==> src/source/cart_defs.svh <==
/* Cartridge path constants: address width, image header size and store latencies.
   Include wherever a width or latency is needed. */

`ifndef CART_DEFS_SVH
`define CART_DEFS_SVH

// ======================================================================
// Cartridge space
// ======================================================================

`define CART_AW 16    // Byte address width, 64 KiB space
`define HDR_BYTES 512 // Optional copier header in front of the image

// ======================================================================
// Store timing
// ======================================================================

// Cycles from a write request toggle to the matching ack toggle
`define WR_ACK_LAT 4

`define RD_LAT 2 // Read pipeline depth of the store

// Download index, low five bits, that marks a Game Gear image
`define GG_INDEX 2

`endif

==> src/source/cart_pkg.sv <==
/* Shared cartridge types: byte address, data byte and learned image geometry.
   Referenced by scoped name from the cartridge RTL. */

`include "cart_defs.svh"

package cart_pkg;

	// ======================================================================
	// Basic types
	// ======================================================================

	typedef logic [`CART_AW-1:0] cart_addr_t; // Byte address into the store
	typedef logic [7:0]          cart_byte_t;

	// ======================================================================
	// Image geometry learned during a download
	// ======================================================================

	// mask is the OR of every downloaded address, so for a power-of-two
	// image it ends up as size minus one.
	// mask_hdr does the same for addresses with the header stripped off,
	// starting from the first byte after the header.
	// has_hdr is set when the image length is an odd multiple of the
	// header size, which is how a copier header shows up.
	typedef struct packed {
		cart_addr_t mask;
		cart_addr_t mask_hdr;
		logic       has_hdr;
	} cart_geom_t;

endpackage

==> src/source/rom_read_if.sv <==
/* Read request and returned data between the ROM reader and cartridge storage.
   One rdy pulse comes back for every rd pulse, in order. */

`timescale 1ns/1ps

interface rom_read_if;

	logic                 rd;   // Single cycle request
	cart_pkg::cart_addr_t addr; // Already mapped through the geometry
	cart_pkg::cart_byte_t data;
	logic                 rdy;  // Data valid strobe

	modport reader (
		output rd,
		output addr,
		input  data,
		input  rdy
	);

	modport store (
		input  rd,
		input  addr,
		output data,
		output rdy
	);

endinterface

==> src/source/cart_reader.sv <==
/* Console side of the cartridge: maps ROM addresses through the learned mask
   and header offset, issues store reads and registers the returned byte. */

`timescale 1ns/1ps
`include "cart_defs.svh"

module cart_reader (
	input  logic                 clk_sys,
	input  logic                 rst_n,
	input  cart_pkg::cart_geom_t geom,
	input  logic                 rom_rd,
	input  cart_pkg::cart_addr_t rom_a,
	output cart_pkg::cart_byte_t rom_do,
	output logic                 rom_rdy,
	rom_read_if.reader           rd
);

	localparam cart_pkg::cart_addr_t hdr_off = cart_pkg::cart_addr_t'(`HDR_BYTES);

	cart_pkg::cart_addr_t map_a; // Address after mirroring
	cart_pkg::cart_addr_t rd_a;
	logic                 rd_q;

	// Skip the copier header, then mirror into the image size
	always_comb begin
		if (geom.has_hdr)
			map_a = (rom_a + hdr_off) & geom.mask_hdr;
		else
			map_a = rom_a & geom.mask;
	end

	// ======================================================================
	// Request and response registers
	// ======================================================================

	always_ff @(posedge clk_sys or negedge rst_n) begin
		if (!rst_n) begin
			rd_q    <= 1'b0;
			rom_rdy <= 1'b0;
		end else begin
			rd_q    <= rom_rd;
			rom_rdy <= rd.rdy;
		end
	end

	always_ff @(posedge clk_sys) begin
		rd_a   <= map_a;
		rom_do <= rd.data; // Only meaningful alongside rom_rdy
	end

	assign rd.rd   = rd_q;
	assign rd.addr = rd_a;

	// Store answers each request after exactly its pipeline depth
	a_rdy_follows_rd: assert property (@(posedge clk_sys) disable iff (!rst_n)
		rd.rdy |-> $past(rd.rd, `RD_LAT))
		else $error("store returned data without a matching request");

endmodule

==> src/flat_wrapper.sv <==
// flat-port wrapper written by rule: the top's interface ports become plain ports
module cart_reader_flat 
  (clk_sys, rst_n, geom, rom_rd, rom_a, rom_do, rom_rdy, rd_rd, rd_addr, rd_data, rd_rdy);
  rom_read_if rd_i ();
  input  logic clk_sys;
  input  logic rst_n;
  input  cart_pkg::cart_geom_t geom;
  input  logic rom_rd;
  input  cart_pkg::cart_addr_t rom_a;
  output cart_pkg::cart_byte_t rom_do;
  output logic rom_rdy;
  output wire logic [$bits(rd_i.rd)-1:0] rd_rd;
  output wire logic [$bits(rd_i.addr)-1:0] rd_addr;
  input wire logic [$bits(rd_i.data)-1:0] rd_data;
  input wire logic [$bits(rd_i.rdy)-1:0] rd_rdy;
  assign rd_rd = rd_i.rd;
  assign rd_addr = rd_i.addr;
  assign rd_i.data = rd_data;
  assign rd_i.rdy = rd_rdy;
  cart_reader u_core (.clk_sys(clk_sys), .rst_n(rst_n), .geom(geom), .rom_rd(rom_rd), .rom_a(rom_a), .rom_do(rom_do), .rom_rdy(rom_rdy), .rd(rd_i));
endmodule
==> config.mk <==
export PLATFORM = sky130hd
export DESIGN_NAME = cart_reader_flat
export DESIGN_NICKNAME = d
export VERILOG_FILES = /design/src/source/cart_pkg.sv /design/src/source/rom_read_if.sv /design/src/source/cart_reader.sv /design/src/flat_wrapper.sv
export VERILOG_INCLUDE_DIRS = /design/src /design/src/source
export SDC_FILE = /design/constraint.sdc
export NUM_CORES = 1
export LEC_CHECK = 0
export BUFFER_PORTS_ARGS = -buffer_cell sky130_fd_sc_hd__buf_2
export CAP_MARGIN = 20
export CORE_MARGIN = 5
export CORE_UTILIZATION = 32
export CTS_BUF_LIST = sky130_fd_sc_hd__clkbuf_8 sky130_fd_sc_hd__clkbuf_16
export DETAILED_ROUTE_END_ITERATION = 6
export PLACE_DENSITY_LB_ADDON = 0.12
export SYNTH_ARGS = -nofsm -noshare
export SYNTH_HDL_FRONTEND = slang
export SYNTH_SLANG_ARGS = --single-unit
==> constraint.sdc <==
create_clock -name clk_sys -period 0.8 [get_ports clk_sys]
set_clock_uncertainty 0.15 [all_clocks]
set_input_delay 0 -clock clk_sys [delete_from_list [all_inputs] [get_ports clk_sys]]
set_output_delay 0 -clock clk_sys [all_outputs]
set_load 0.1 [all_outputs]
Word-level counts from Yosys, hierarchy flattened:

Index checks and enable logic that the tools add are counted.

* memory bits (writable): 0
* memories kept: 0
* latch bits: 0
* register bits after elaboration: 26
* input port bits: 61
* memory bits (read-only): 0

* add/sub/neg operators: 1
* multipliers: 0
* divide/modulo/power cells: 0
* reduce and logical (&&, ||, !) cells: 0
* equal/unequal tests: 0
* $lt $le $gt $ge: 0
* mux-type cells: 1
* bitwise gates (word level): 2
* shift operators: 0

Operators with widths (count)
* bitwise AND 16 bit: 2
* adder 16 x 10 -> 16 bit (second input constant): 1
* two-way mux 16 bit: 1

Logic depth before layout (Yosys ltp):

Gate-level depths: netlist of run 1.

* word-level depth: 3
* gate-level depth with buffers: 5
* mapped depth without buffers: 4

Worst setup path after synthesis of run 1:

Ideal clock, no wire load.

* kind: register to output
* start point: register u_core.rd_a[0], in the netlist u_core.rd.addr[0]
* end point: output rd_addr[0]
* path buffers: 0
* slack: -0.259 ns
* arrival time: 0.909 ns
* cell stages (with the launch flop): 1
* data required time: 0.650 ns
* path through: dfxtp_1

RTL lines
* start: declaration: line cart_reader.sv:21 `cart_pkg::cart_addr_t rd_a;`
* start signal: assignment: line cart_reader.sv:47 `rd_a <= map_a;`
* end: declaration: line flat_wrapper.sv:13 `output wire logic [$bits(rd_i.addr)-1:0] rd_addr;`

No word-level cell between the ends.

Worst setup path in the final report of run 1:

* start point: register u_core.rom_rdy
* end point: output rom_rdy

RTL lines
* start: declaration: line cart_reader.sv:14 `output logic rom_rdy,`
* start signal: assignment: line cart_reader.sv:42 `rom_rdy <= rd.rdy;`
* end: declaration: line flat_wrapper.sv:11 `output logic rom_rdy;`

No word-level cell between the ends.

==> impl_results.md, run 1 <==
- WL final: 4.24 mm
- Min Hold Slack: -0.145 ns
- Failing checks: hold timing, setup timing
- PnR worst setup slack: -0.228 ns
- 1st-iter DRT viols: 35
- Buf+Inv Stages, Crit Path: 1
- Routed len/inst: 17.1 um
- Vias after detailed routing: 1120
- Final critical-path share of the clock period: 128%
- Fmax: 973 MHz
- Max VDD drop: 1.38 mV
- Cell count after synthesis: 81
- FF+latch count, synth: 26
- Worst Tran Pin Value: 0.193 ns
- Mapped Area: 921 sq um
- Number of synthesis warnings: 0
- Layout cell share with drive strength beyond 1: 57.9%
- Leakage power: 1.19 nW
- Core Rows: 19
- Initial cell density of the core: 33.4%
- Pin count of the biggest net entering global routing: 16
- Max Cap Viol: 0
- CP Launch Type: register
- Vias in the first global route: 1268
- Req. time, crit path: 0.65 ns
- Pre-CTS setup slack: -0.193 ns
- Seq/Total Area, Yosys: 57.6%
- Slowest cell on crit path: dfrtp_2
- Hold Fails Final Rpt: 12
- Syn Area/Cell: 11.4 sq um
- Gpl congestion: 0.703
- Diodes inserted: 0
- Die Width: 63.6 um
- Fin nets: 279
- Endpoints failing setup: 27
- Port bufs: 86
- Critical Path Sink Type: primary output
- DRC: 0
- Status: finished with violations
- Clk root buf: clkbuf_8
- CP peak stage delay: 0.43 ns
- CTS Sinks: 26
- Synth-to-Final Area Change: 162%
- 1st-pass router iterations: 4
- Crit path max fanout: 1
- RSZ-0062 raised after global routing: yes
- CTS Hold Bufs: 46
- Global route overflow: 0
- CTS tree: yes
- Post-DP HPWL: 2.20 mm
- Via/cell ratio: 4.53
- Htree depth: 1
- Clock transition at path regs: 0.09 ns
- Distinct cells, synth: 17
- Longest Clk Path Bufs: 2
- Setup TNS: -3.99 ns
- Cell family with most CP delay: flip-flops
- Full die area: 4050 sq um
- Post-CTS setup buffers: 0
- CP cell instances: buf_12
- Pwr dens: 1690 nW/um^2
- Total CTS buffers: 3
- Fin cells: 247
- WP data arrival: 0.88 ns
- Post-DRT Antenna Nets: 0
- DIE HEIGHT: 63.6 um
- Pins over their slew limit: 0
- IO Count: 87
- Tmin final: 1.03 ns
- Gr usage total: 20.0%
- Initial antenna violation count: 0
- Crit Path Category: reg -> out
- First-pass GRT wire length: 6.20 mm
- Core area: 2760 sq um
- Max-slew headroom: 86.8%
- Worst min path class: in -> reg
- Syn_nets: 143
- Dpl cells: 205
-- metrics by stage --
stage / util (%) / area [sq um] / power (W)
6_report: 87.6 / 2410 / 0.00407
3_5_place_dp: 68.3 / 1880 / 0.00280
2_1_floorplan: - / 996 / 0.00221
4_1_cts: 87.6 / 2420 / 0.00407
3_3_place_gp: 68.3 / 1880 / 0.00278
5_1_grt: 87.6 / 2410 / 0.00421
-- where the power goes --
group	internal, W	switching [W]
combinational	0.000666	0.000841
clock	0.000670	0.000426
sequential	0.00140	0.0000692
-- worst paths after layout --
path                       depth (start not counted)                     start  slack [ns]                         to
worst max-delay path                               1  u_core.rom_rdy$_DFF_PN0_       -0.23                    rom_rdy
min in group asynchronous                          2                     rst_n       -0.11   u_core.rom_rdy$_DFF_PN0_
worst min-delay path                               3                   geom[4]       -0.14  u_core.rd.addr[3]$_DFF_P_
max in group asynchronous                          2                     rst_n        0.50     u_core.rd.rd$_DFF_PN0_
-- cells in the final DEF, fill, tap and decap left out, drive strengths merged, types with 2 or more instances in the layout --
master,count
buf,88
nand3b,4
o2111ai,2
dfrtp,2
mux2i,9
xor2,3
nand2,10
clkbuf,3
nor2b,9
dlygate4sd3,35
o21ai,3
nand3,7
o22ai,2
dfxtp,24
dlymetal6s4s,11
-- cells by family (layout without fill, tap and decap cells) --
kind of cell               Yosys count  after routing  synth area share, %
AOI/OAI and AO/OA                    7              7                 4.89
and+or+nand+nor                     32             32                 21.1
buffers and inverters                3            138                 2.45
muxes                                9              9                 9.78
adders and majority gates            1              1                 1.36
DFF                                 26             26                 57.6
xor gates and xnor gates             3              3                 2.85
-- cell usage after synthesis --
cell type	count	area share (%)
dfxtp_1	24	52
nand3_2	1	1.1
or3_1	1	0.68
o22ai_1	2	1.4
mux2i_1	9	9.8
nor2b_1	9	6.1
or4_1	1	0.82
xor2_1	3	2.9
nand2_8	1	2.2
ha_1	1	1.4
dfrtp_1	2	5.4
nand3_1	6	3.3
buf_4	3	2.4
nand2_1	9	3.7
nand3b_1	4	3.3
o21ai_1	3	1.6
o2111ai_1	2	1.9
-- flip-flops by register name, indices dropped and copies added, names as in the netlist --
register        count
u_core.rd.rd        1
u_core.rd.addr     16
u_core.rom_do       8
u_core.rom_rdy      1
-- cell type report --
type,instances,area [sq um]
clock inverter,1,30.0
timing repair buffer,134,1340
fill,141,343
multi-input combinational,52,398
sequential,26,563
tap,31,38.8
clock buffer,3,41.3
-- timing repair --
action,in CTS,in global routing
pin swaps,0,3
endpoints found under the hold margin,28,11
gates resized for setup,0,14
endpoints found under the setup margin,26,40
gates cloned,0,0
-- routing by layer --
metal	up-vias	routed length [um]	GRT usage [%]
met5	-	0	0
met4	0	55	7.01
met3	5	403	7.64
met2	57	2440	38.1
met1	510	1340	19.2
li1	548	-	-
Note: power is estimated with default switching activity, not from simulation.
==> run 2, diff against run 1 <==
- CORE_MARGIN: 5 -> 2
- HOLD_SLACK_MARGIN: default -> 0.02
==> run 2 against run 1 <==
The run still ends with hold timing, setup timing left. Critical path depth stayed put. Worst hold slack worse by 0.019 ns. Core utilization down 3.8 points. Sequential share of layout area grew 1.3 points. First-iteration DRC count shrank 20%. Setup slack better by 0.013 ns. Critical path type unchanged.
==> impl_results.md, run 2 (synthesis gave the netlist of run 1 again) <==
- Status: finished with violations
- Failing checks: hold timing, setup timing
- DIE HEIGHT: 57.6 um
- Htree depth: 1
- Critical Path Sink Type: primary output
- Pins over their slew limit: 0
- Commonest non-fill, non-tap cells in the layout: 59 x buf_2, 29 x dlygate4sd3_1, 26 x buf_12
- Fin cells: 240
- Worst Tran Pin Value: 0.198 ns
- Buf+Inv Stages, Crit Path: 1
- Pin count of the biggest net entering global routing: 15
- Full die area: 3320 sq um
- PnR worst setup slack: -0.215 ns
- Layout cell share with drive strength beyond 1: 65.1%
- 1st-pass router iterations: 4
- Endpoints failing setup: 27
- Die Width: 57.6 um
- Port bufs: 86
- Max-slew headroom: 86.8%
- CP peak stage delay: 0.43 ns
- Fin nets: 272
- Fmax: 986 MHz
- Max Cap Viol: 0
- Max reg flops: 16
- Global route overflow: 0
- CP Launch Type: register
- Routed len/inst: 15.0 um
- CP cell instances: buf_12
- Most common cell after layout, fill and taps aside: buf_2
- Via/cell ratio: 4.66
- Vias after detailed routing: 1119
- Req. time, crit path: 0.65 ns
- Gpl congestion: 0.742
- Hold path depth: 3
- Min Hold Slack: -0.164 ns
- Worst hold start: geom[2]
- Max VDD drop: 1.40 mV
- Slowest cell on crit path: dfrtp_2
- CTS Sinks: 26
- Post-DRT Antenna Nets: 0
- Initial antenna violation count: 0
- Final critical-path share of the clock period: 127%
- Initial cell density of the core: 33.7%
- Tmin final: 1.01 ns
- Clk root buf: clkbuf_8
- Gr usage total: 22.2%
- Crit path max fanout: 1
- Final core utilization: 83.8%
- CTS tree: yes
- Worst min path class: in -> reg
- Setup TNS: -3.68 ns
- CTS Hold Bufs: 32
- Cell family with most CP delay: flip-flops
- Diodes inserted: 0
- Dpl cells: 205
- Clock transition at path regs: 0.09 ns
- WP depth: 1
- Post-DP HPWL: 2.21 mm
- Leakage power: 1.09 nW
- Hold Fails Final Rpt: 16
- Pwr dens: 1640 nW/um^2
- Vias in the first global route: 1254
- Core Rows: 19
- Fillers: 141
- IO Count: 87
- Synth-to-Final Area Change: 149%
- First-pass GRT wire length: 5.58 mm
- Longest Clk Path Bufs: 2
- Crit Path Category: reg -> out
- DRC: 0
- 1st-iter DRT viols: 28
- WHS Endpoint: u_core.rd.addr[1]$_DFF_P_
- WP data arrival: 0.86 ns
- Core area: 2730 sq um
- WL final: 3.60 mm
- RSZ-0062 raised after global routing: yes
- Post-CTS setup buffers: 0
- Total CTS buffers: 3
==> run 2: changes by cell type in the layout (fill, tap and decap cells not counted), moves of 2 or more <==
cell,before,now
buf_2,52,59
dlygate4sd3_1,35,29
dlymetal6s4s_1,11,3
nand3_1,6,4
nand3_2,1,3
==> run 2: per-stage QoR <==
| step | cell area [sq um] | hold WS [ns] | power [W] | setup WS [ns] |
|---|---|---|---|---|
| 2_1_floorplan | 996 | -0.446 | 0.00221 | -0.0243 |
| 3_3_place_gp | 1880 | -0.366 | 0.00278 | -0.184 |
| 3_5_place_dp | 1880 | -0.361 | 0.00281 | -0.282 |
| 4_1_cts | 2260 | -0.172 | 0.00378 | -0.216 |
| 5_1_grt | 2290 | -0.134 | 0.00389 | -0.233 |
| 6_report | 2290 | -0.164 | 0.00377 | -0.215 |
==> run 2: timing repair <==
action	CTS	global route
resized for setup	1	9
pin swaps	0	0
endpoints found under the hold margin	28	18
setup endpoints to repair	27	33
==> run 2: layer usage <==
layer | vias up | track usage [%] | routed length (um)
li1 | 532 | - | -
met1 | 520 | 22.2 | 1300
met2 | 59 | 45.3 | 2000
met3 | 8 | 3.57 | 218
met4 | 0 | 6.98 | 88
met5 | - | 0 | 0
==> run 2: report_power, final <==
part	total [W]	switching, W	internal (W)
Clock	0.000836	0.000397	0.000439
Combinational	0.00146	0.000833	0.000629
Sequential	0.00147	0.0000708	0.00140
==> run 2: worst max path at each step <==
| stage | end | startpoint | slack [ns] |
|---|---|---|---|
| 3_5_place_dp | u_core.rd.addr[14]$_DFF_P_ | rom_a[10] | -0.28 |
| 3_3_place_gp | u_core.rd.addr[14]$_DFF_P_ | rom_a[10] | -0.18 |
| 6_report | rd_rd | u_core.rd.rd$_DFF_PN0_ | -0.21 |
| 5_1_grt | rd_rd | u_core.rd.rd$_DFF_PN0_ | -0.23 |
| 2_1_floorplan | u_core.rd.addr[14]$_DFF_P_ | rom_a[12] | -0.02 |
| 4_1_cts | rd_rd | u_core.rd.rd$_DFF_PN0_ | -0.22 |
==> run 2: cell type report <==
| type | count | area [sq um] | area share (%) |
|---|---|---|---|
| Multi-Input combinational cell | 52 | 414 | 18.1 |
| Sequential cell | 26 | 563 | 24.6 |
| Timing Repair Buffer | 127 | 1220 | 53.2 |
| Clock buffer | 4 | 55.1 | 2.40 |
| Tap cell | 31 | 38.8 | 1.69 |
==> run 3, diff against run 2 <==
- CTS_BUF_LIST: sky130_fd_sc_hd__clkbuf_8 sky130_fd_sc_hd__clkbuf_16 -> sky130_fd_sc_hd__clkbuf_16
==> run 3 against run 2 <==
The run still ends with hold timing, setup timing left. Clock power is 32% higher. Core utilization is the same. Setup slack better by 0.012 ns. Maximum frequency increased by 1.2%. Combinational power about the same. Cell area did not move. First-iteration DRC count grew 7.1%. Worst hold slack improved by 0.012 ns. Largest cell class unchanged.
==> impl_results.md, run 3 (synthesis gave the netlist of run 1 again) <==
- CTS Sinks: 26
- Switching share of power: 33.2%
- Gr busiest metal: met2
- RSZ-0062 raised after global routing: yes
- PnR worst setup slack: -0.202 ns
- Clock transition at path regs: 0.06 ns
- Longest Clk Path Bufs: 2
- Gr usage total: 23.4%
- Pin count of the biggest net entering global routing: 15
- DIE HEIGHT: 57.6 um
- Tmin final: 1.00 ns
- Routed len/inst: 15.5 um
- Max Cap Viol: 0
- Reg power frac: 36.6%
- Vias in the first global route: 1272
- WL final: 3.59 mm
- Final critical-path share of the clock period: 125%
- Pins over their slew limit: 0
- IO Count: 87
- Core area: 2730 sq um
- Sw Pwr: 0.00133 W
- CTS Hold Bufs: 31
- 1st-pass router iterations: 4
- Clk root buf: clkbuf_16
- Initial antenna violation count: 0
- Most common cell after layout, fill and taps aside: buf_2
- CTS tree: yes
- Max reg flops: 16
- Req. time, crit path: 0.65 ns
- Global route overflow: 0
- Full die area: 3320 sq um
- Vias after detailed routing: 1072
- CP peak stage delay: 0.42 ns
- Final core utilization: 83.8%
- Worst Tran Pin Value: 0.272 ns
- Fin nets: 264
- Commonest non-fill, non-tap cells in the layout: 50 x buf_2, 28 x dlygate4sd3_1, 26 x buf_12
- First-pass GRT wire length: 5.75 mm
- Total CTS buffers: 3
- Status: finished with violations
- Synth-to-Final Area Change: 149%
- Htree depth: 1
- Clock power share: 27.3%
- Met1 Use GR: 23.4%
- Diodes inserted: 0
- Max VDD drop: 1.66 mV
- CP Launch Type: register
- Internal power: 0.00269 W
- Met2 Use GR: 46.4%
- Critical Path Sink Type: primary output
- Core Rows: 19
- Setup TNS: -3.30 ns
- Max-slew headroom: 81.8%
- Post-DP HPWL: 2.21 mm
- Port bufs: 86
- 1st-iter DRT viols: 30
- Min Hold Slack: -0.152 ns
- Initial cell density of the core: 33.7%
- Gate power share: 36.2%
- Endpoints failing setup: 27
- CP cell instances: buf_12
- Worst min path class: in -> reg
- Slowest cell on crit path: dfrtp_2
- Failing checks: hold timing, setup timing
- Gpl congestion: 0.742
- Crit Path Category: reg -> out
- Layout cell share with drive strength beyond 1: 65.2%
- Met3 Use GR: 5.36%
- Leakage power: 1.07 nW
- Post-DRT Antenna Nets: 0
- Via/cell ratio: 4.62
- Fmax: 998 MHz
- Cell family with most CP delay: flip-flops
- Buf+Inv Stages, Crit Path: 1
- DRC: 0
- Pwr dens: 1760 nW/um^2
- Crit path max fanout: 1
- Die Width: 57.6 um
- WP data arrival: 0.85 ns
- Hold Fails Final Rpt: 15
run 3: cell count changes in the layout (fill, tap and decap cells not counted), sizes merged:
cell and change:
clkbuf +1, clkinv +1, buf -9, dlygate4sd3 -1
run 3: final timing paths:
kind,start,to,cells after the start
max in group asynchronous,rst_n,u_core.rom_rdy$_DFF_PN0_,2
worst max-delay path,u_core.rd.rd$_DFF_PN0_,rd_rd,1
min in group asynchronous,rst_n,u_core.rd.rd$_DFF_PN0_,2
worst min-delay path,geom[21],u_core.rd.addr[4]$_DFF_P_,3
run 3: final cells by class:
type	instances	area (sq um)
tap	31	38.8
clock inverter	1	3.75
multi-input combinational	52	430
timing repair buffer	119	1180
sequential	26	563
fill	146	444
clock buffer	3	75.1
run 3: metrics by stage:
stage | total power [W] | setup WS (ns) | hold slack, ns | area [sq um] | instances
floorplan | 0.00221 | -0.0243 | -0.446 | 996 | 81
global placement | 0.00278 | -0.184 | -0.366 | 1880 | 205
detailed placement | 0.00281 | -0.282 | -0.361 | 1880 | 205
CTS | 0.00403 | -0.193 | -0.154 | 2280 | 240
global route | 0.00416 | -0.219 | -0.117 | 2290 | 232
finish | 0.00402 | -0.202 | -0.152 | 2290 | 232
run 3: power by group through the flow:
stage	logic [W]	registers [W]	clock network, W
after detailed placement	0.00131	0.00150	0
after floorplan	0.000150	0.00206	0
final	0.00146	0.00147	0.00110
after global routing	0.00151	0.00148	0.00117
after global placement	0.00129	0.00149	0
after CTS	0.00143	0.00147	0.00113
run 3: routing by layer:
| metal | part of all wire (%) | vias up |
|---|---|---|
| met5 | 0 | - |
| met4 | 2.2 | 0 |
| met3 | 6.8 | 8 |
| met2 | 56 | 57 |
| met1 | 34 | 490 |
| li1 | - | 517 |
run 3: timing repair:
item,4_1_cts,5_1_grt
endpoints found under the setup margin,27,36
cloned,0,0
endpoints found under the hold margin,28,15
pin swaps,0,2
resized for setup,1,15
buffers inserted,0,0
