--- src/source/cart_defs.svh ---
/* Cartridge path constants: address width, image header size and store latencies.
   Include wherever a width or latency is needed. */

`ifndef CART_DEFS_SVH
`define CART_DEFS_SVH

// ======================================================================
// Cartridge space
// ======================================================================

`define CART_AW 16    // Byte address width, 64 KiB space
`define HDR_BYTES 512 // Optional copier header in front of the image

// ======================================================================
// Store timing
// ======================================================================

// Cycles from a write request toggle to the matching ack toggle
`define WR_ACK_LAT 4

`define RD_LAT 2 // Read pipeline depth of the store

// Download index, low five bits, that marks a Game Gear image
`define GG_INDEX 2

`endif

--- src/source/cart_pkg.sv ---
/* Shared cartridge types: byte address, data byte and learned image geometry.
   Referenced by scoped name from the cartridge RTL. */

`include "cart_defs.svh"

package cart_pkg;

	// ======================================================================
	// Basic types
	// ======================================================================

	typedef logic [`CART_AW-1:0] cart_addr_t; // Byte address into the store
	typedef logic [7:0]          cart_byte_t;

	// ======================================================================
	// Image geometry learned during a download
	// ======================================================================

	// mask is the OR of every downloaded address, so for a power-of-two
	// image it ends up as size minus one.
	// mask_hdr does the same for addresses with the header stripped off,
	// starting from the first byte after the header.
	// has_hdr is set when the image length is an odd multiple of the
	// header size, which is how a copier header shows up.
	typedef struct packed {
		cart_addr_t mask;
		cart_addr_t mask_hdr;
		logic       has_hdr;
	} cart_geom_t;

endpackage

--- src/source/rom_write_if.sv ---
/* Toggle write handshake from the download loader into cartridge storage.
   A write is in flight while req and ack differ. */

`timescale 1ns/1ps

interface rom_write_if;

	logic                 req;  // Flips once per byte
	cart_pkg::cart_addr_t addr;
	cart_pkg::cart_byte_t data;
	logic                 ack;  // Follows req after the store latency

	modport loader (
		output req,
		output addr,
		output data,
		input  ack
	);

	modport store (
		input  req,
		input  addr,
		input  data,
		output ack
	);

endinterface

--- src/source/cart_loader.sv ---
/* Takes host download bytes, throttles them with ioctl_wait and writes them to
   the store, learning the image mask, header flag and Game Gear flag on the way. */

`timescale 1ns/1ps
`include "cart_defs.svh"

module cart_loader (
	input  logic                 clk_sys,
	input  logic                 rst_n,
	input  logic                 ioctl_download,
	input  logic [7:0]           ioctl_index,
	input  logic                 ioctl_wr,
	input  cart_pkg::cart_addr_t ioctl_addr,
	input  cart_pkg::cart_byte_t ioctl_dout,
	output logic                 ioctl_wait,
	output logic                 gg,
	output cart_pkg::cart_geom_t geom,
	rom_write_if.loader          wr
);

	localparam cart_pkg::cart_addr_t hdr_off = cart_pkg::cart_addr_t'(`HDR_BYTES);
	localparam logic [4:0] gg_idx = 5'(`GG_INDEX);

	logic                 code_index;    // All ones index is a cheat file
	logic                 cart_download;
	logic                 old_download;
	logic                 dl_rise;
	logic                 dl_fall;
	logic                 accept;        // Byte taken this cycle
	logic                 write_done;
	logic                 req_q;
	cart_pkg::cart_addr_t waddr;         // Own store address counter
	cart_pkg::cart_byte_t wdata;
	cart_pkg::cart_addr_t end_addr;      // One past the last byte seen

	assign code_index    = &ioctl_index;
	assign cart_download = ioctl_download & ~code_index;
	assign dl_rise       = cart_download & ~old_download;
	assign dl_fall       = old_download & ~cart_download;
	assign accept        = ioctl_wr & cart_download;
	assign write_done    = ioctl_wait & (req_q == wr.ack);

	// ======================================================================
	// Write sequencing
	// ======================================================================

	always_ff @(posedge clk_sys or negedge rst_n) begin
		if (!rst_n) begin
			old_download <= 1'b0;
			ioctl_wait   <= 1'b0;
			req_q        <= 1'b0;
			waddr        <= '0;
		end else begin
			old_download <= cart_download;
			if (accept) begin
				ioctl_wait <= 1'b1;
				req_q      <= ~req_q; // Kick the store
			end else if (write_done) begin
				ioctl_wait <= 1'b0;
				waddr      <= waddr + 1'b1;
			end
			// New image always starts at the bottom of the store
			if (dl_rise)
				waddr <= '0;
		end
	end

	// Held until the store has taken it
	always_ff @(posedge clk_sys) begin
		if (accept)
			wdata <= ioctl_dout;
	end

	assign wr.req  = req_q;
	assign wr.addr = waddr;
	assign wr.data = wdata;

	// ======================================================================
	// Geometry learning
	// ======================================================================

	always_ff @(posedge clk_sys or negedge rst_n) begin
		if (!rst_n) begin
			geom     <= '0;
			gg       <= 1'b0;
			end_addr <= '0;
		end else begin
			if (accept) begin
				geom.mask <= (ioctl_addr == '0) ? '0 : (geom.mask | ioctl_addr);
				// Header bytes themselves land in the wrapped range and are
				// wiped when the first real ROM byte arrives
				geom.mask_hdr <= (ioctl_addr == hdr_off) ? '0 :
					(geom.mask_hdr | (ioctl_addr - hdr_off));
				end_addr <= ioctl_addr + 1'b1;
				gg       <= (ioctl_index[4:0] == gg_idx);
			end
			if (dl_fall)
				geom.has_hdr <= end_addr[9]; // Length 2^k + 512 sets bit 9
		end
	end

	// Host back-pressure contract across the whole write path
	a_no_wr_in_wait: assert property (@(posedge clk_sys) disable iff (!rst_n)
		ioctl_wait |-> !ioctl_wr)
		else $error("host wrote a byte while ioctl_wait was high");

endmodule

--- src/flat_wrapper.sv ---
// flat-port wrapper written by rule: the top's interface ports become plain ports
module cart_loader_flat 
  (clk_sys, rst_n, ioctl_download, ioctl_index, ioctl_wr, ioctl_addr, ioctl_dout, ioctl_wait, gg, geom, wr_req, wr_addr, wr_data, wr_ack);
  rom_write_if wr_i ();
  input  logic clk_sys;
  input  logic rst_n;
  input  logic ioctl_download;
  input  logic [7:0] ioctl_index;
  input  logic ioctl_wr;
  input  cart_pkg::cart_addr_t ioctl_addr;
  input  cart_pkg::cart_byte_t ioctl_dout;
  output logic ioctl_wait;
  output logic gg;
  output cart_pkg::cart_geom_t geom;
  output wire logic [$bits(wr_i.req)-1:0] wr_req;
  output wire logic [$bits(wr_i.addr)-1:0] wr_addr;
  output wire logic [$bits(wr_i.data)-1:0] wr_data;
  input wire logic [$bits(wr_i.ack)-1:0] wr_ack;
  assign wr_req = wr_i.req;
  assign wr_addr = wr_i.addr;
  assign wr_data = wr_i.data;
  assign wr_i.ack = wr_ack;
  cart_loader u_core (.clk_sys(clk_sys), .rst_n(rst_n), .ioctl_download(ioctl_download), .ioctl_index(ioctl_index), .ioctl_wr(ioctl_wr), .ioctl_addr(ioctl_addr), .ioctl_dout(ioctl_dout), .ioctl_wait(ioctl_wait), .gg(gg), .geom(geom), .wr(wr_i));
endmodule
--- config.mk ---
export PLATFORM = sky130hd
export DESIGN_NAME = cart_loader_flat
export DESIGN_NICKNAME = d
export VERILOG_FILES = /design/src/source/cart_pkg.sv /design/src/source/rom_write_if.sv /design/src/source/cart_loader.sv /design/src/flat_wrapper.sv
export VERILOG_INCLUDE_DIRS = /design/src /design/src/source
export SDC_FILE = /design/constraint.sdc
export NUM_CORES = 1
export LEC_CHECK = 0
export BUFFER_PORTS_ARGS = -buffer_cell sky130_fd_sc_hd__buf_2
export CORE_AREA = 2 2 75 77
export DETAILED_ROUTE_END_ITERATION = 10
export DIE_AREA = 0 0 77 79
export PLACE_DENSITY = 0.94
export SETUP_SLACK_MARGIN = 0.2
export SYNTH_ARGS = -nofsm -noshare
export SYNTH_HDL_FRONTEND = slang
export SYNTH_SLANG_ARGS = --single-unit
export TNS_END_PERCENT = 10
--- constraint.sdc ---
create_clock -name clk_sys -period 2.8 [get_ports clk_sys]
set_input_delay 0.42 -clock clk_sys [delete_from_list [all_inputs] [get_ports clk_sys]]
set_output_delay 0.42 -clock clk_sys [all_outputs]
set_load 0.02 [all_outputs]
# --- Yosys cells after proc, flatten, opt, wreduce, memory -nomap -nowiden ---
# Index checks and enable logic that the tools add are counted.
# Widths: inputs -> output; s select.
classes:
  add_sub_neg: 3
  n_bitwise: 11
  n_eq_ne: 4
  reduce_logical: 5
  muxes: 7
op_table:
  columns: ["op", "n"]
  rows:
  - ["$mux 16", 5]
  - ["$or 16x16->16", 2]
  - ["$add 16x1->16 const B", 1]
  - ["$eq 16x10->1 const B", 1]
  - ["$logic_not 16->1", 1]
  - ["$sub 16x10->16 const B", 1]
  - ["$add 10x1->10 const B", 1]
  - ["$reduce_and 8->1", 1]
  - ["$and 1x1->1", 5]
  - ["$eq 5x2->1 const B", 1]
  - ["$not 1->1", 4]
  - ["$reduce_bool 2->1", 2]
  - ["$mux 1", 2]
  - ["$ne 2x1->1 const B", 1]
  - ["$reduce_and 2->1", 1]
  - ["$eq 1x1->1", 1]
totals:
  out_inout_bits: 60
  elab_cells: 40
  inputBits: 37
  register_bits: 71

# --- Logic depth before layout (Yosys ltp) ---
# Gate-level depths: netlist (run 1).
logic_depth:
  ltp_word: 6
  mapped_depth: 7
  mapped_depth_nobuf: 6

# --- Least setup slack after synthesis (run 1) ---
# OpenSTA, ideal clock, no wires.
synth_path:
  path_kind: "input to register"
  from: "input ioctl_index[7]"
  to: "register u_core.wdata[0] (netlist: u_core.wr.data[0]) (enable)"
  path_buffers: 2
  setup_slack_ns: 0.898
  path_stages: 5
  arrival_ns: 1.527
  setup_time_ns: 0.375
  required_ns: 2.425
  path_cell_list: "nand4_1 -> o211ai_2 -> inv_2 -> clkbuf_1 -> clkbuf_1"
synth_between:
  elab_chain_len: 4
synth_rtl:
  columns: ["element", "line", "source"]
  rows:
  - ["start, declared", "flat_wrapper.sv:8", "input logic [7:0] ioctl_index;"]
  - ["$reduce_and 8->1", "cart_loader.sv:36", "assign code_index = &ioctl_index;"]
  - ["$not 1->1", "cart_loader.sv:37", "assign cart_download = ioctl_download & ~code_index;"]
  - ["$and 1x1->1", "cart_loader.sv:37", null]
  - ["$and 1x1->1", "cart_loader.sv:40", "assign accept = ioctl_wr & cart_download;"]
  - ["named net u_core.accept", "cart_loader.sv:29", "logic accept;"]
  - ["end signal, assigned", "cart_loader.sv:71", "wdata <= ioctl_dout;"]
  - ["end, declared", "cart_loader.sv:33", "cart_pkg::cart_byte_t wdata;"]
# The timed path passes the listed nets, and every way through them passes these cells.
# A chain may end at the register's enable or synchronous reset.

# --- Final worst setup path (run 1) ---
layout_path:
  from: "register u_core.req_q (netlist: u_core.wr.req)"
  to: "register u_core.waddr[12] (netlist: u_core.wr.addr[12])"
layout_between:
  elab_chain_len: 4
layout_rtl:
  columns: ["element", "line", "source"]
  rows:
  - ["start, declared", "cart_loader.sv:31", "logic req_q;"]
  - ["start signal, assigned", "cart_loader.sv:57", "req_q <= ~req_q;"]
  - ["$eq 1x1->1", "cart_loader.sv:41", "assign write_done = ioctl_wait & (req_q == wr.ack);"]
  - ["$and 1x1->1", "cart_loader.sv:41", null]
  - ["$reduce_bool 2->1 (no line)", null, null]
  - ["$reduce_and 2->1 (no line)", null, null]
  - ["end signal, assigned", "cart_loader.sv:60", "waddr <= waddr + 1'b1;"]
  - ["end, declared", "cart_loader.sv:32", "cart_pkg::cart_addr_t waddr;"]
# No other way between the ends.

==> qor.txt, run 1 <==
vias in the first global route: 2,285
GR Util met2: 36.9%
largest family of logic cells by synthesized area: simple AND/OR/NAND/NOR gates
combinational share of power: 12.8%
total global-route track usage: 21.9%
Site Rows: 27
Final ANT Viol Nets: 0
predominant post-synthesis flop cell: dfrtp_1
max_cap viols: 0
Internal: 1.73 mW
minimum clock period: 1.95 ns
sequential area share after synthesis: 59.4%
die area: 6080 µm²
Slew Viols, Final: 0
mux contribution to synthesized area: 1.54%
dpl hpwl: 4450 µm
largest fanout on the critical path: 10
largest net degree at the start of global routing: 55
Slew HR: 44.3%
most common cell after layout, fill and taps aside: buf_2
fmax: 514 MHz
setup TNS: 0 ns
Synth cell types: 39
Data arrival, critical path: 2.19 ns
GR peak layer: met2
setup violators final: 0
Area Growth Syn to Fin: 30.5%
final hold slack: 0.212 ns
HP Class: in -> async
Worst Reg2Reg Path Length in Cells: 4
Clock Power Share: 43.2%
I/O pin count: 97
actual slew at the worst max-slew pin: 0.833 ns
DIE HEIGHT: 79 µm
Longest Clk Path Bufs: 2
PnR worst setup slack: 0.854 ns
DP Area: 3240 µm²
outcome: completed
first-pass GRT wire length: 10,500 µm
Reg2Reg Setup Slack: 0.85 ns
unrepaired setup endpoints after global routing: false
CTS Hold Buffers Added: 0
Switching Share: 24.9%
grt total ovfl: 0
Sink Count: 62
CTS tree: yes
Startpoint Class: register
DR WL/cell: 14.8 µm
static leakage: 1.49 nW
Cells after Synth: 254
cell total after placement: 417
most frequent cells in the layout: buf_2 (96), dfrtp_1 (54), a21oi_1 (42)
CP Capture Type: register
IO buf count: 96
antenna cells: 0
Hold Fails Final Rpt: 0
Layout Skew: 0.00603 ns
pre-CTS setup slack: 0.774 ns
Setup CP Type: reg -> reg
Netlist Area Pre-Place: 2680 µm²
Async SR Flop Fraction: 87.1%
Synth Register Bits: 62
post-synthesis average cell area: 10.6 µm²
clock latency on the worst-skew pair: 0.33 ns
fin nets: 395
gpl congestion: 0.818
post-CTS setup buffer count: 0
die width: 77 µm
FF-to-FF Start: u_core.wr.req
Core Region: 5340 µm²
sequential power share: 44.0%
Worst Setup SP: u_core.wr.req
Residual DRC: 0
post-synth top area cell: dfrtp_1
# resized after CTS: 0
xor-xnor portion of the synthesized cell area: 1.63%
Synth warnings: 0
share of cells above drive strength 1: 34.3%
CTS Buf Count: 9
DRT Pass-1 Iters: 4
met3 Use GR: 5.23%
adder-cell area share of the yosys netlist: 0.933%
drt via density: 5.55
r2r endpoint: u_core.wr.addr[12]
Tcrit/Tclk final: 69.5%
Root Driver: clkbuf_8
Starting Density: 50.2%
Post-synth EDFFs: 8
Post-Synth Simple-Gate Area: 18.1%
fin cells: 433
Synth Area in Compound Gates: 15.1%
met1 GRT Util: 27.0%
initial antenna violation count: 0
Post-Route WL: 6420 µm
Synth top area share: 50.4%
Peak VDD IR: 0.437 mV
top post-synthesis cells by area: dfrtp_1 (50%), edfxtp_1 (9.0%), a21oi_1 (7.8%)
DR vias: 2,404
Final Instance Area: 3500 µm²
Psw: 0.574 mW
H-tree Lvls: 3
pwr/cell area: 658 nW/µm²
Worst Path Required: 3.04 ns
Syn Nets: 293
Clock transition at path regs: 0.07 ns
Starting DRT DRC Count: 105
## power by group through the flow
stage,logic [mW],clock network (mW),registers [mW]
detailed placement,0.294,0,1.03
global route,0.322,1.05,1.02
CTS,0.297,1.01,1.01
global placement,0.288,0,1.02
floorplan,0.107,0,1.08
finish,0.294,0.996,1.01
## cell usage after synthesis, drive strengths merged, types with 2 or more instances
cell type,count
a21oi,42
a22o,2
and3,2
and4,2
buf,4
clkbuf,6
dfrtp,54
edfxtp,8
ha,2
inv,11
mux2i,3
nand2,12
nand2b,3
nand3,7
nand4,8
nor2,29
nor3,4
nor4,5
nor4b,2
o211ai,3
o21ai,8
o22ai,2
o31ai,10
or2,2
or3,2
or4,10
xnor2,4
## layer usage
| metal | share of wire [%] | vias up |
|---|---|---|
| met5 | 0 | - |
| met4 | 1.7 | 0 |
| met3 | 6.4 | 11 |
| met2 | 50 | 94 |
| met1 | 42 | 1162 |
| li1 | - | 1137 |
## layout make-up
| class | instances | area, µm² |
|---|---|---|
| Fill cell | 437 | 1840 |
| Sequential cell | 62 | 1590 |
| Multi-Input combinational cell | 171 | 1000 |
| Timing Repair Buffer | 101 | 518 |
| Clock buffer | 13 | 169 |
| Clock inverter | 3 | 90.1 |
| Tap cell | 72 | 90.1 |
| Inverter | 11 | 41.3 |
## kinds of logic after synthesis
family | count (synthesis)
AO/OA/AOI/OAI | 70
XOR/XNOR | 5
adder cells (fa/ha/maj) | 2
buffers and inverters | 21
flip-flops | 62
multiplexers | 4
AND/OR/NAND/NOR | 90
## worst max-delay path by stage
stage	end	cells past startpoint
5_1_grt	u_core.wr.addr[10]	4
2_1_floorplan	u_core.wr.data[0]	5
4_1_cts	u_core.wr.addr[12]	4
3_3_place_gp	u_core.geom[16]	7
3_5_place_dp	u_core.wr.addr[12]	5
6_report	u_core.wr.addr[12]	4
## flip-flops by register name (all words and copies together) (netlist names)
register / flops
u_core.end_addr: 1
u_core.wr.req: 1
u_core.wr.data: 8
u_core.old_download: 1
u_core.gg: 1
u_core.ioctl_wait: 1
u_core.wr.addr: 16
u_core.geom: 33
## worst max-delay path: stages (launching register included)
cell     delay [ns]
dfrtp_1        0.41
xnor2_1        0.35
nand4_1        0.39
or4_1          0.51
a21oi_1        0.19
## through the flow
stage          power [mW]  util [%]
2_1_floorplan        1.19         -
3_3_place_gp         1.31      60.7
3_5_place_dp         1.32      60.7
4_1_cts              2.32      65.6
5_1_grt              2.40      65.6
6_report             2.30      65.6
(Power assumes the default switching activity.)
==> run 2, diff against run 1 <==
--- a/config.mk
+++ b/config.mk
@@ -6,11 +6,12 @@
 export SDC_FILE = /design/constraint.sdc
 export NUM_CORES = 1
 export LEC_CHECK = 0
+export ABC_AREA = 1
 export BUFFER_PORTS_ARGS = -buffer_cell sky130_fd_sc_hd__buf_2
-export CORE_AREA = 2 2 75 77
+export CORE_AREA = 2 2 82 84
 export DETAILED_ROUTE_END_ITERATION = 10
-export DIE_AREA = 0 0 77 79
-export PLACE_DENSITY = 0.94
+export DIE_AREA = 0 0 84 86
+export PLACE_DENSITY = 0.9
 export SETUP_SLACK_MARGIN = 0.2
 export SYNTH_ARGS = -nofsm -noshare
 export SYNTH_HDL_FRONTEND = slang
==> constraint.sdc (replaced) <==
create_clock -name clk_sys -period 2 [get_ports clk_sys]
set_input_delay 0.3 -clock clk_sys [delete_from_list [all_inputs] [get_ports clk_sys]]
set_output_delay 0.3 -clock clk_sys [all_outputs]
set_load 0.02 [all_outputs]
==> run 2 against run 1 <==
Compared with the run above:
- global-route usage down 0.41 points
- maximum frequency up 31%
- final area up 10%
- synthesized cell count up 48%
- combinational power rose to 2.9 times the previous value
- clock skew down 0.0024 ns
- total power up 55%
- hold slack worse by 0.12 ns
- via count up 24%
==> qor.txt, run 2 <==
outcome: completed
H-tree Lvls: 3 (unchanged)
Root Driver: clkbuf_8
DRT Pass-1 Iters: 5 (+1)
max_cap viols: 0 (unchanged)
CTS tree: yes
post-synth top area cell: dfrtp_1
critical path capture point: u_core.wr.addr[12]
static leakage: 1.97 nW (+32%)
HP Class: in -> async
Peak VDD IR: 0.505 mV (+16%)
fin nets: 513 (+30%)
vias in the first global route: 2,716 (+19%)
post-synthesis average cell area: 8.32 µm² (-21%)
Post-Route WL: 7480 µm (+17%)
gpl congestion: 0.816 (-0.23%)
Worst Setup SP: u_core.wr.addr[0]
Cells after Synth: 377 (+48%)
Synth top area share: 43.1% (-7.3 points)
DR WL/cell: 13.5 µm (-9.2%)
Starting DRT DRC Count: 214 (+100%)
actual slew at the worst max-slew pin: 0.676 ns (-0.157 ns)
Worst Reg2Reg Path Length in Cells: 7 (+3)
sequential area share after synthesis: 50.7% (-8.6 points)
FF-to-FF Start: u_core.wr.addr[0]
DR vias: 2,975 (+24%)
share of cells above drive strength 1: 26.9% (-7.4 points)
dpl hpwl: 5400 µm (+21%)
Reg2Reg Setup Slack: 0.52 ns (-0.34 ns)
Residual DRC: 0 (unchanged)
die width: 84 µm (+9.1%)
cell total after placement: 540 (+29%)
Async SR Flop Fraction: 87.1% (unchanged)
Slew Viols, Final: 0 (unchanged)
first-pass GRT wire length: 12,400 µm (+18%)
Area Growth Syn to Fin: 23.1%
Cell Chain, Critical Path: ha_1, nand3_2, nor2_4, nand3_1, nand2_1, nand3_1, o21ai_1
Synth warnings: 0 (unchanged)
CP max stage delay: 0.43 ns (-0.08 ns)
Worst Path Required: 2.25 ns (-0.79 ns)
IO buf count: 96 (unchanged)
Netlist Area Pre-Place: 3140 µm² (+17%)
largest fanout on the critical path: 9 (-1)
Slew HR: 54.9% (+11 points)
drt via density: 5.35 (-3.6%)
predominant post-synthesis flop cell: dfrtp_1
largest net degree at the start of global routing: 65 (+18%)
Synth Register Bits: 62 (unchanged)
Layout Skew: 0.00367 ns (-0.00235 ns)
Data arrival, critical path: 1.73 ns (-0.46 ns)
largest reg by FF count: u_core.geom
Final ANT Viol Nets: 0 (unchanged)
Starting Density: 50.0% (-0.24 points)
most used cell, CP: nand3_1
CTS Buf Count: 9 (unchanged)
setup TNS: 0 ns (unchanged)
initial antenna violation count: 0 (unchanged)
Syn Nets: 416 (+42%)
Longest Clk Path Bufs: 2 (unchanged)
antenna cells: 0 (unchanged)
Sink Count: 62 (unchanged)
CTS Hold Buffers Added: 0 (unchanged)
r2r endpoint: u_core.wr.addr[12]
Synth cell types: 27 (-31%)
CP Capture Type: register
# fillers: 543 (+24%)
most common cell after layout, fill and taps aside: nand2_1
pwr/cell area: 926 nW/µm² (+41%)
Tcrit/Tclk final: 74.0% (+4.6 points)
most frequent cells in the layout: nand2_1 (103), buf_2 (96), o21ai_0 (56)
max reg flops: 33 (unchanged)
Hold Fails Final Rpt: 0 (unchanged)
grt total ovfl: 0 (unchanged)
DIE HEIGHT: 86 µm (+8.9%)
post-CTS setup buffer count: 0 (unchanged)
minimum clock period: 1.48 ns (-0.465 ns)
Setup CP Type: reg -> reg
Post-synth EDFFs: 8 (unchanged)
# resized after CTS: 0 (unchanged)
unrepaired setup endpoints after global routing: false
Core Region: 6280 µm² (+18%)
I/O pin count: 97 (unchanged)
fmax: 675 MHz (+31%)
Clock transition at path regs: 0.07 ns (about the same)
Startpoint Class: register
setup violators final: 0 (unchanged)
clock latency on the worst-skew pair: 0.34 ns (about the same)
Site Rows: 29 (+7.4%)
total global-route track usage: 21.4% (-0.41 points)
top cells by count, synth: nand2_1 (103), o21ai_0 (56), dfrtp_1 (54)
fin cells: 556 (+28%)
die area: 7220 µm² (+19%)
most common cell in the netlist: nand2_1
CP max stage cell: dfrtp_1
top post-synthesis cells by area: dfrtp_1 (43%), nand2_1 (12%), o21ai_0 (8.9%)
-- run 2: cell count changes after synthesis, sizes merged, moves of 6 or more --
cell | previous run | this run
xor2 | 1 | 9
or4 | 10 | 0
nand3 | 7 | 30
o21ai | 8 | 71
buf | 4 | 10
nand2 | 12 | 110
inv | 11 | 32
a21oi | 42 | 1
o31ai | 10 | 0
-- run 2: how the worst min path moves through the flow --
stage / from / end / cells after the start
2_1_floorplan: rst_n / u_core.end_addr[9] / 0
6_report: rst_n / u_core.geom[21] / 2
5_1_grt: ioctl_dout[1] / u_core.wr.data[1] / 1
3_5_place_dp: rst_n / u_core.geom[21] / 2
3_3_place_gp: rst_n / u_core.geom[5] / 2
4_1_cts: rst_n / u_core.geom[21] / 2
-- run 2: where the power goes --
group | internal, mW | switching (mW)
registers | 1.45 | 0.137
logic | 0.270 | 0.569
clock network | 0.682 | 0.472
total | 2.40 | 1.18
-- run 2: cell type report --
class | count | area, µm² | area share, %
Clock buffer | 13 | 170 | 4.41
Clock inverter | 3 | 40.0 | 1.04
Inverter | 32 | 120 | 3.11
Multi-Input combinational cell | 271 | 1340 | 34.6
Sequential cell | 62 | 1590 | 41.2
Tap cell | 77 | 96.3 | 2.49
Timing Repair Buffer | 98 | 508 | 13.2
-- run 2: logic make-up after synthesis --
family	count (synthesis)	synth area share, %
adders and majority gates	2	0.797
AOI/OAI and AO/OA	74	11.9
xor gates and xnor gates	10	2.79
buffers and inverters	44	6.70
and+or+nand+nor	185	27.1
DFF	62	50.7
-- run 2: critical path: cells and delay by family (launching register included) --
family                   cells  cell delay [ns]
flip-flops                   1             0.43
adder cells (fa/ha/maj)      1             0.23
AND/OR/NAND/NOR              5             0.58
AO/OA/AOI/OAI                1             0.16
-- run 2: per-layer routing --
metal	wire (µm)	part of all wire (%)	global-route usage [%]	vias to the layer above
met5	0	0	0	-
li1	-	-	-	1442
met2	3670	49	35.2	112
met4	156	2.1	10.6	0
met3	455	6.1	4.23	16
met1	3200	43	27.3	1405
-- run 2: per-stage QoR --
step | util (%) | total power [mW] | instance area [µm²] | hold WS [ns] | setup WS (ns)
3_5_place_dp | 58.2 | 2.45 | 3650 | 0.474 | 0.439
5_1_grt | 61.5 | 3.77 | 3860 | 0.124 | 0.378
6_report | 61.5 | 3.58 | 3860 | 0.0967 | 0.519
4_1_cts | 61.5 | 3.60 | 3860 | 0.107 | 0.507
3_3_place_gp | 58.2 | 2.41 | 3650 | 0.461 | 0.534
2_1_floorplan | - | 2.14 | 3140 | 0.00441 | 0.587
